==> src/source/cpu_types_pkg.sv <==
package cpu_types_pkg;

	// two bits are enough to tell back to back retires apart
	localparam int tag_width = 2;

	localparam logic [6:0] opcode_op     = 7'b0110011;	// register-register ALU group
	localparam logic [6:0] opcode_op_imm = 7'b0010011;	// register-immediate ALU group

	typedef struct packed {
		logic [6:0] funct7;
		logic [4:0] rs2;
		logic [4:0] rs1;
		logic [2:0] funct3;
		logic [4:0] rd;
		logic [6:0] opcode;
	} r_type_t;

	typedef struct packed {
		logic [11:0] imm;
		logic [4:0]  rs1;
		logic [2:0]  funct3;
		logic [4:0]  rd;
		logic [6:0]  opcode;
	} i_type_t;

	// decode picks the R-type or I-type view of the same word from the opcode
	typedef union packed {
		r_type_t r;
		i_type_t i;
	} instruction_t;

	typedef enum logic [3:0] {
		alu_add,
		alu_sub,
		alu_and,
		alu_or,
		alu_xor,
		alu_sll,
		alu_srl,
		alu_slt
	} alu_op_t;

	typedef struct packed {
		logic        valid;
		logic [4:0]  inst_rs1;
		logic [4:0]  inst_rs2;
		logic [4:0]  inst_rd;
		alu_op_t     alu_op;
		logic        use_imm;
		logic [31:0] imm;	// already sign-extended
	} fetch_data_t;

	// the register file writes whenever tag moves away from its own copy
	typedef struct packed {
		logic [tag_width-1:0] tag;
		logic [4:0]           inst_rd;
		logic [31:0]          rd;
	} memory_data_t;

endpackage

==> src/source/cpu_decode.sv <==
`timescale 1ns/1ps

module cpu_decode (
	input i_clock,
	input i_reset,

	input                              i_valid,
	input  cpu_types_pkg::instruction_t i_instruction,
	output cpu_types_pkg::fetch_data_t  o_fetch_data
);
	cpu_types_pkg::fetch_data_t decoded;
	cpu_types_pkg::fetch_data_t fetch_data;
	logic known;

	always_comb begin
		decoded = '0;
		decoded.alu_op = cpu_types_pkg::alu_add;
		known = 1'b0;

		case (i_instruction.r.opcode)
			cpu_types_pkg::opcode_op: begin
				decoded.inst_rs1 = i_instruction.r.rs1;
				decoded.inst_rs2 = i_instruction.r.rs2;
				decoded.inst_rd = i_instruction.r.rd;
				known = 1'b1;
				case ({i_instruction.r.funct7, i_instruction.r.funct3})
					{7'h00, 3'b000}: decoded.alu_op = cpu_types_pkg::alu_add;
					{7'h20, 3'b000}: decoded.alu_op = cpu_types_pkg::alu_sub;
					{7'h00, 3'b111}: decoded.alu_op = cpu_types_pkg::alu_and;
					{7'h00, 3'b110}: decoded.alu_op = cpu_types_pkg::alu_or;
					{7'h00, 3'b100}: decoded.alu_op = cpu_types_pkg::alu_xor;
					{7'h00, 3'b001}: decoded.alu_op = cpu_types_pkg::alu_sll;
					{7'h00, 3'b101}: decoded.alu_op = cpu_types_pkg::alu_srl;
					{7'h00, 3'b010}: decoded.alu_op = cpu_types_pkg::alu_slt;
					default:         known = 1'b0;
				endcase
			end
			cpu_types_pkg::opcode_op_imm: begin
				decoded.inst_rs1 = i_instruction.i.rs1;
				decoded.inst_rd = i_instruction.i.rd;	// rs2 stays zero
				decoded.use_imm = 1'b1;
				decoded.imm = {{20{i_instruction.i.imm[11]}}, i_instruction.i.imm};
				known = 1'b1;
				case (i_instruction.i.funct3)
					3'b000:  decoded.alu_op = cpu_types_pkg::alu_add;
					3'b111:  decoded.alu_op = cpu_types_pkg::alu_and;
					3'b110:  decoded.alu_op = cpu_types_pkg::alu_or;
					3'b100:  decoded.alu_op = cpu_types_pkg::alu_xor;
					default: known = 1'b0;
				endcase
			end
			default: known = 1'b0;	// anything else is dropped here
		endcase

		decoded.valid = i_valid && known;
	end

	always_ff @(posedge i_clock) begin
		fetch_data <= decoded;
		if (i_reset)
			fetch_data.valid <= 1'b0;
	end

	assign o_fetch_data = fetch_data;

	// a decoded instruction always comes from a strobe one cycle before
	assert property (@(posedge i_clock) disable iff (i_reset)
		fetch_data.valid |-> $past(i_valid));

endmodule

==> src/source/cpu_registers.sv <==
`timescale 1ns/1ps

module cpu_registers #(
	parameter logic [31:0] stack_pointer = 32'h0000_0000
)(
	input i_clock,
	input i_reset,

	input  cpu_types_pkg::fetch_data_t  i_fetch_data,
	input  cpu_types_pkg::memory_data_t i_memory_data,
	output [31:0]                       o_rs1,
	output [31:0]                       o_rs2
);
	logic [31:0] regs [32];
	logic [31:0] rs1;
	logic [31:0] rs2;
	logic [cpu_types_pkg::tag_width-1:0] write_tag;

	always_ff @(posedge i_clock) begin
		if (i_reset) begin
			rs1 <= 32'h0;
			rs2 <= 32'h0;
			write_tag <= '0;

			for (int i = 0; i < 32; i++)
				regs[i] <= (i == 2) ? stack_pointer : 32'h0;	// x2 starts as the stack pointer
		end
		else begin
			// read first, so a write in this cycle shows up one cycle later
			rs1 <= (i_fetch_data.inst_rs1 != 5'd0) ? regs[i_fetch_data.inst_rs1] : 32'h0;
			rs2 <= (i_fetch_data.inst_rs2 != 5'd0) ? regs[i_fetch_data.inst_rs2] : 32'h0;

			// then write, once per tag step from execute
			if (i_memory_data.tag != write_tag) begin
				if (|i_memory_data.inst_rd)
					regs[i_memory_data.inst_rd] <= i_memory_data.rd;	// x0 is never written
				write_tag <= i_memory_data.tag;
			end
		end
	end

	assign o_rs1 = rs1;
	assign o_rs2 = rs2;

	// x0 keeps its zero whatever execute sends back
	assert property (@(posedge i_clock) disable iff (i_reset)
		regs[0] == 32'h0);

endmodule

==> src/source/cpu_execute.sv <==
`timescale 1ns/1ps

module cpu_execute (
	input i_clock,
	input i_reset,

	input  cpu_types_pkg::fetch_data_t  i_fetch_data,
	input  [31:0]                       i_rs1,
	input  [31:0]                       i_rs2,
	output cpu_types_pkg::memory_data_t o_memory_data,

	output        o_retire,
	output [4:0]  o_retire_rd,
	output [31:0] o_result
);
	cpu_types_pkg::fetch_data_t stage;	// lines up with the registered operands
	logic [31:0] operand_b;
	logic [31:0] alu_result;

	logic [cpu_types_pkg::tag_width-1:0] tag;
	logic        retire;
	logic [4:0]  result_rd;
	logic [31:0] result;

	always_ff @(posedge i_clock) begin
		stage <= i_fetch_data;
		if (i_reset)
			stage.valid <= 1'b0;
	end

	assign operand_b = stage.use_imm ? stage.imm : i_rs2;

	always_comb begin
		case (stage.alu_op)
			cpu_types_pkg::alu_add: alu_result = i_rs1 + operand_b;
			cpu_types_pkg::alu_sub: alu_result = i_rs1 - operand_b;
			cpu_types_pkg::alu_and: alu_result = i_rs1 & operand_b;
			cpu_types_pkg::alu_or:  alu_result = i_rs1 | operand_b;
			cpu_types_pkg::alu_xor: alu_result = i_rs1 ^ operand_b;
			cpu_types_pkg::alu_sll: alu_result = i_rs1 << operand_b[4:0];	// upper bits of the amount ignored
			cpu_types_pkg::alu_srl: alu_result = i_rs1 >> operand_b[4:0];
			cpu_types_pkg::alu_slt: alu_result = {31'h0, $signed(i_rs1) < $signed(operand_b)};
			default:                alu_result = 32'h0;
		endcase
	end

	always_ff @(posedge i_clock) begin
		if (i_reset) begin
			tag <= '0;
			retire <= 1'b0;
		end
		else begin
			retire <= stage.valid;
			if (stage.valid)
				tag <= tag + 1'b1;	// one step per retired instruction
		end
	end

	always_ff @(posedge i_clock) begin
		if (stage.valid) begin
			result <= alu_result;
			result_rd <= stage.inst_rd;
		end
	end

	assign o_memory_data = '{tag: tag, inst_rd: result_rd, rd: result};
	assign o_retire = retire;
	assign o_retire_rd = result_rd;
	assign o_result = result;

	// the tag stands still in every cycle without a retire pulse
	assert property (@(posedge i_clock) disable iff (i_reset)
		!retire |-> tag == $past(tag));

	// the register file relies on the tag moving with every retire
	assert property (@(posedge i_clock) disable iff (i_reset)
		retire |-> tag != $past(tag));

endmodule

==> src/source/cpu_core.sv <==
`timescale 1ns/1ps

module cpu_core #(
	parameter logic [31:0] stack_pointer = 32'h0000_0000
)(
	input i_clock,
	input i_reset,

	input                              i_valid,
	input  cpu_types_pkg::instruction_t i_instruction,

	output        o_retire,
	output [4:0]  o_retire_rd,
	output [31:0] o_result
);
	cpu_types_pkg::fetch_data_t  fetch_data;
	cpu_types_pkg::memory_data_t memory_data;
	logic [31:0] rs1;
	logic [31:0] rs2;

	cpu_decode decode (
		.i_clock       (i_clock),
		.i_reset       (i_reset),
		.i_valid       (i_valid),
		.i_instruction (i_instruction),
		.o_fetch_data  (fetch_data)
	);

	// operands come out one cycle after decode, together with execute's copy of fetch_data
	cpu_registers #(
		.stack_pointer (stack_pointer)
	) registers (
		.i_clock       (i_clock),
		.i_reset       (i_reset),
		.i_fetch_data  (fetch_data),
		.i_memory_data (memory_data),
		.o_rs1         (rs1),
		.o_rs2         (rs2)
	);

	cpu_execute execute (
		.i_clock       (i_clock),
		.i_reset       (i_reset),
		.i_fetch_data  (fetch_data),
		.i_rs1         (rs1),
		.i_rs2         (rs2),
		.o_memory_data (memory_data),	// loops back for write-back
		.o_retire      (o_retire),
		.o_retire_rd   (o_retire_rd),
		.o_result      (o_result)
	);

endmodule

==> config.mk <==
export PLATFORM = sky130hd
export DESIGN_NAME = cpu_core
export DESIGN_NICKNAME = d
export VERILOG_FILES = /design/src/source/cpu_types_pkg.sv /design/src/source/cpu_decode.sv /design/src/source/cpu_registers.sv /design/src/source/cpu_execute.sv /design/src/source/cpu_core.sv
export SDC_FILE = /design/constraint.sdc
export NUM_CORES = 2
export LEC_CHECK = 0
export BUFFER_PORTS_ARGS = -buffer_cell sky130_fd_sc_hd__buf_2
export CORE_MARGIN = 8
export CORE_UTILIZATION = 44
export CTS_BUF_LIST = sky130_fd_sc_hd__clkbuf_8
export DETAILED_ROUTE_END_ITERATION = 12
export HOLD_SLACK_MARGIN = 0.1
export SLEW_MARGIN = 20
export SYNTH_ARGS = -nofsm -noshare
export SYNTH_HDL_FRONTEND = slang
export SYNTH_HIERARCHICAL = 1
export SYNTH_SLANG_ARGS = --single-unit
export TNS_END_PERCENT = 5
==> constraint.sdc <==
create_clock -name i_clock -period 7.5 [get_ports i_clock]
set_clock_uncertainty 0.2 [all_clocks]
set_input_delay 0.75 -clock i_clock [delete_from_list [all_inputs] [get_ports i_clock]]
set_output_delay 0.75 -clock i_clock [all_outputs]
set_load 0.05 [all_outputs]
Word level (Yosys, flattened, before mapping)

Memories as Yosys holds them, arrays and structs flattened. A register that Yosys moved wholly into a read port is not among the register bits.
Cells that the tools add are included.

Reductions and logical operators: 13
Order comparisons: 1
Shift-type cells: 2
Bitwise logic cells: 5
Muxes and demuxes: 18
Add/sub/neg operators: 3
Equality and inequality tests: 20

Operators with widths:

| operator            | count |
|---|---|
| $pmux 32 s8         | 1 |
| $mux 32             | 2 |
| $eq 10x3->1 const B | 4 |
| $mux 33             | 1 |
| $add 32x32->32      | 1 |
| $and 32x32->32      | 1 |
| $lt 32x32->1        | 1 |
| $or 32x32->32       | 1 |
| $reduce_or 32->1    | 1 |
| $shl 32x5->32       | 1 |
| $shr 32x5->32       | 1 |
| $sub 32x32->32      | 1 |
| $xor 32x32->32      | 1 |
| $pmux 3 s7          | 1 |
| $pmux 9 s2          | 1 |
| $eq 4x3->1 const B  | 4 |
| $eq 10x1->1 const B | 1 |
| $eq 10x2->1 const B | 1 |
| $eq 10x9->1 const B | 1 |
| $logic_not 10->1    | 1 |
| $reduce_bool 5->1   | 2 |
| $eq 3x3->1 const B  | 3 |
| $mux 1              | 9 |
| $pmux 3 s3          | 1 |
| 16 further kinds    | 20 |

Bits in writable memories: 1024
Memories kept: 1
Register bits after elaboration: 98

Memory list:

| memory         | words | width | rd ports | clocked after memory_dff | wr ports | line                | RTL |
|---|---|---|---|---|---|---|---|
| registers.regs | 32    | 32    | 2        | 2                        | 32       | cpu_registers.sv:14 | `logic [31:0] regs [32];` |

Depth between registers and ports, before layout

Depth in word-level cells: 7
Depth in mapped cells: 17

Cells and area by module

Netlist, hierarchy kept.

Modules (own cells, without submodules):

| module        | times used | cells an instance | area an instance (sq um) |
|---|---|---|---|
| cpu_registers | 1          | 3598              | 55821.0 |
| cpu_execute   | 1          | 1433              | 10916.7 |
| cpu_decode    | 1          | 114               | 1183.6 |

Worst setup path before layout

OpenSTA, ideal clock, no wires.

Path type: reg2reg
Start point: reg execute/stage[32] in the netlist's numbering
End point: reg execute.result[0], in the netlist execute/o_result[0], data pin
Setup time: 0.272 ns
Cell stages (with the launch flop): 16
Buffers on the path: 4
Data required time: 7.028 ns
Data arrival time: 3.918 ns
Clock period less this slack: 4.390 ns
Setup slack: 3.110 ns
Cells stage by stage: dfxtp_1 buf_6 buf_1 buf_1 mux2i_1 ha_1 buf_4 nor4_1 o31ai_1 a31oi_2 o31ai_2 o31ai_2 o21ai_1 o31ai_1 a2111oi_0 or4_1

Longest elaborated chain between the ends: 3

RTL lines:

| item                                         | line              | RTL |
|---|---|---|
| start: declaration                           | cpu_execute.sv:16 | `cpu_types_pkg::fetch_data_t stage;` |
| start signal: assignment                     | cpu_execute.sv:26 | `stage <= i_fetch_data;` |
| $mux 32 *                                    | cpu_execute.sv:31 | `assign operand_b = stage.use_imm ? stage.imm : i_rs2;` |
| $sub 32x32->32, or another cell as far along | cpu_execute.sv:36 | `cpu_types_pkg::alu_sub: alu_result = i_rs1 - operand_b;` |
| $pmux 32 s8 *                                | cpu_execute.sv:34 | `case (stage.alu_op)` |
| net execute.alu_result[0]                    | cpu_execute.sv:18 | `logic [31:0] alu_result;` |
| end signal: assignment                       | cpu_execute.sv:61 | `result <= alu_result;` |
| end: declaration                             | cpu_execute.sv:23 | `logic [31:0] result;` |

The timed path passes the listed nets; every way through them passes the cells marked *.
A chain may end at the register's enable or synchronous reset.

Worst setup path in the final report

Start point: reg execute/stage[32] in the netlist's numbering
End point: reg execute.result[25], in the netlist execute/o_result[25], data pin

Longest elaborated chain between the ends: 3

RTL lines:

| item                                         | line |
|---|---|
| $mux 32 *                                    | cpu_execute.sv:31 |
| $sub 32x32->32, or another cell as far along | cpu_execute.sv:36 |
| $pmux 32 s8 *                                | cpu_execute.sv:34 |
| net execute.alu_result[25]                   | cpu_execute.sv:18 |

Marks and branches as above.

==> flow_summary.toml <==
[clock_tree]
cts_tree = "done"
ctsResizeCount = 0
clk_path_buf_depth = 3
cts-root-buf = "clkbuf_8"
cts_buffers = 210
htreeDepth = 4
cts_sinks = 1205
cts.clk_slew.worst_paths_ps = 60
clk_latency_ps = 990

[pwr]
p_int_mw = 10.7
power.leakage_nw = 26.4
clkPwrFrac_pct = 41.8
combPwrFrac_pct = 4.9
ir_drop_mv = 0.153
p_seq_share_pct = 53.3
swShare_pct = 24.6
p_sw_mw = 3.49
powerDensity_mw_per_mm2 = 190
total_power_mw = 14.2

[outcome]
status = "finished clean"

[timing]
timing.fmax_mhz = 188
timing.final.crit_share_pct = 70.9
timing.slew.headroom_pct = 14.9
report.final.setup_viol = 0
layout_min_cycle_time_ps = 5310
tns_ps = 0
drv_slew = 0
fin_ws_ps = 2190
rsz0062_at_grt = "false"
hold_viol_final = 0
worst_pin_slew_ps = 1270
hold_ws_ps = 126

[drt]
drt_iter0_markers = 6650
drt-vias-per-instance = 6.33
wl_per_cell_um = 33.8
postRouteAntennaNets = 0
vias = 46700
wl_mm = 250
drc = 0
first_pass_iters = 7

[placed_design]
preCtsSetupSlack_ps = 2290
dp_cells = 6932
globalplace.congestion = 1.01
port_buffers = 72
dp_hpwl_mm = 156
place_area_mm2 = 0.0702

[synthesis]
synth_edf_count = 1061
async_flop_share_pct = 0
ys_types = 93
netlist_area_mm2 = 0.0679
ys_ff_latch = 1205
synth_ff_type = "edfxtp_1"
synth_cells = 5145
yosys_warnings = 6
syn_area_per_cell_um2 = 13.2
yosysSeqAreaShare_pct = 51.2

[global_route]
grt_pass1_wl_mm = 348
grt_use_met2_pct = 42.2
grtUsageTotal_pct = 28.9
top_usage_layer = "met2"
grt_max_degree = 112
grtUsageMet3_pct = 7.74
grt_antenna_before_repair = 21
grtUsageMet1_pct = 39.8
grt_pass1_vias = 45400
overflow = 0

[floorplan]
die_h_um = 409
io_pins = 73
rows = 144
core_area_mm2 = 0.154
die-area_mm2 = 0.167
die_x_um = 409
initial_core_util_pct = 44.2

[setup_path]
crit_type = "register to register"
cp-end-kind = "register"
crit_fanout = 46
required_ps = 7950
arrival_ps = 5760
start_kind = "register"

[layout]
finalInstanceArea_mm2 = 0.0748
finish.utilization_pct = 48.7
fin_cells = 7389
final_nets = 5287
layout-drive-gt1-share_pct = 21.0
syn2layout_area_growth_pct = 10.2
fillerInstances = 13400

[hold_path]
hold_class = "register to register"

[job]
maxCapViolCount = 0
[state kept, by name (all words and copies together), names as in the netlist]
signal / count
execute/tag: 2
registers/o_rs1: 32
execute/stage: 43
registers/o_rs2: 32
execute/o_retire: 1
execute/o_retire_rd: 5
registers/regs: 1024
decode/o_fetch_data: 32
registers/write_tag: 2
execute/o_result: 32
[power groups by stage]
stage	sequential, mW	clock, mW	combinational (mW)
3_3_place_gp	7.71	0	0.665
5_1_grt	7.61	6.32	0.718
3_5_place_dp	7.72	0	0.668
2_1_floorplan	7.69	0	0.396
4_1_cts	7.58	6.04	0.683
6_report	7.59	5.94	0.695
[critical path, cell delays in order (launching register included)]
cell       delay, ps
dfxtp_2          360
buf_4            580
mux2i_4          320
buf_4            510
ha_1             390
o21ba_2          240
or4_1            460
a31oi_2          470
a2111oi_2        220
nor3_2           480
nor2_1           200
o21ai_0          310
o41a_1           180
nand3_1           80
[synthesized netlist by cell type (21+ instances only)]
| cell | n | share of area, % |
|---|---|---|
| a22o_1 | 45 | 0.58 |
| buf_4 | 71 | 0.78 |
| nand3_1 | 25 | 0.18 |
| nand2_1 | 178 | 0.98 |
| o22a_1 | 34 | 0.44 |
| nor3_1 | 54 | 0.40 |
| inv_1 | 94 | 0.52 |
| o221ai_1 | 73 | 0.94 |
| mux2i_1 | 380 | 5.6 |
| dfxtp_1 | 144 | 4.2 |
| a21o_1 | 21 | 0.23 |
| ha_1 | 107 | 2.0 |
| o21ai_0 | 107 | 0.79 |
| nor2_1 | 174 | 0.96 |
| mux4_2 | 454 | 15 |
| xnor2_1 | 22 | 0.28 |
| a211oi_1 | 52 | 0.57 |
| a31oi_1 | 24 | 0.22 |
| o22ai_1 | 35 | 0.32 |
| clkbuf_1 | 327 | 1.8 |
| buf_2 | 98 | 0.72 |
| edfxtp_1 | 1061 | 47 |
| o211ai_1 | 33 | 0.36 |
| a21oi_1 | 116 | 0.85 |
| and2_1 | 1017 | 9.4 |
| a221oi_1 | 28 | 0.36 |
[routing by layer]
layer / up-vias / routed length [um]
li1: 19500 / -
met1: 23900 / 99200
met2: 2849 / 108000
met3: 507 / 28400
met4: 6 / 13900
met5: - / 41
[path summary, 6_finish.rpt]
path,startpoint,endpoint,slack [ps],cells past startpoint
max,execute/stage[32],execute/o_result[25],2190,13
min,decode/o_fetch_data[39],execute/stage[39],130,0
max reg2reg,execute/stage[32],execute/o_result[25],2190,13
min reg2reg,decode/o_fetch_data[39],execute/stage[39],130,0
[timing repair]
item / in CTS / in global routing
endpoints found under the setup margin: 0 / 0
hold buffers: 43 / 0
endpoints found under the hold margin: 37 / 0
buffers inserted: 0 / 0
[cell usage in the layout, fill, tap and decap left out, types with 22 or more instances in the layout]
| cell | instances |
|---|---|
| nor2_1 | 157 |
| dlygate4sd3_1 | 43 |
| a221oi_1 | 28 |
| o22ai_1 | 35 |
| buf_2 | 71 |
| a22o_1 | 45 |
| nor3_1 | 49 |
| clkbuf_8 | 229 |
| a31oi_1 | 24 |
| dfxtp_1 | 134 |
| conb_1 | 33 |
| a21oi_1 | 116 |
| xnor2_1 | 22 |
| nand2_1 | 178 |
| o21ai_0 | 91 |
| clkinv_1 | 41 |
| ha_1 | 107 |
| o211ai_1 | 33 |
| diode_2 | 23 |
| buf_4 | 176 |
| o221ai_1 | 73 |
| nand3_1 | 24 |
| edfxtp_1 | 1061 |
| inv_1 | 177 |
| a211oi_1 | 52 |
| and2_1 | 1016 |
| o22a_1 | 34 |
| mux4_2 | 454 |
| mux2i_1 | 378 |
[kinds of logic after synthesis]
kind of cell	count (synthesis)	synth area share, %
and+or+nand+nor	1579	13.2
DFF	1205	51.2
muxes	844	20.9
AOI/OAI and AO/OA	732	7.87
buffers and inverters	643	4.45
adders and majority gates	109	2.03
xor gates and xnor gates	31	0.400
other	2	0.0111
[final cells by class]
type | instances | area [um2] | area share, %
repair buffers | 297 | 2250 | 3.00
multi-input cells | 3328 | 30700 | 41.1
diodes | 23 | 57.6 | 0.0769
flip-flops and latches | 1205 | 34800 | 46.5
inverters | 101 | 382 | 0.510
clock inverters | 162 | 938 | 1.25
clock buffers | 229 | 3150 | 4.21
well taps | 2044 | 2560 | 3.42
Note: power is estimated with default switching activity, not from simulation.
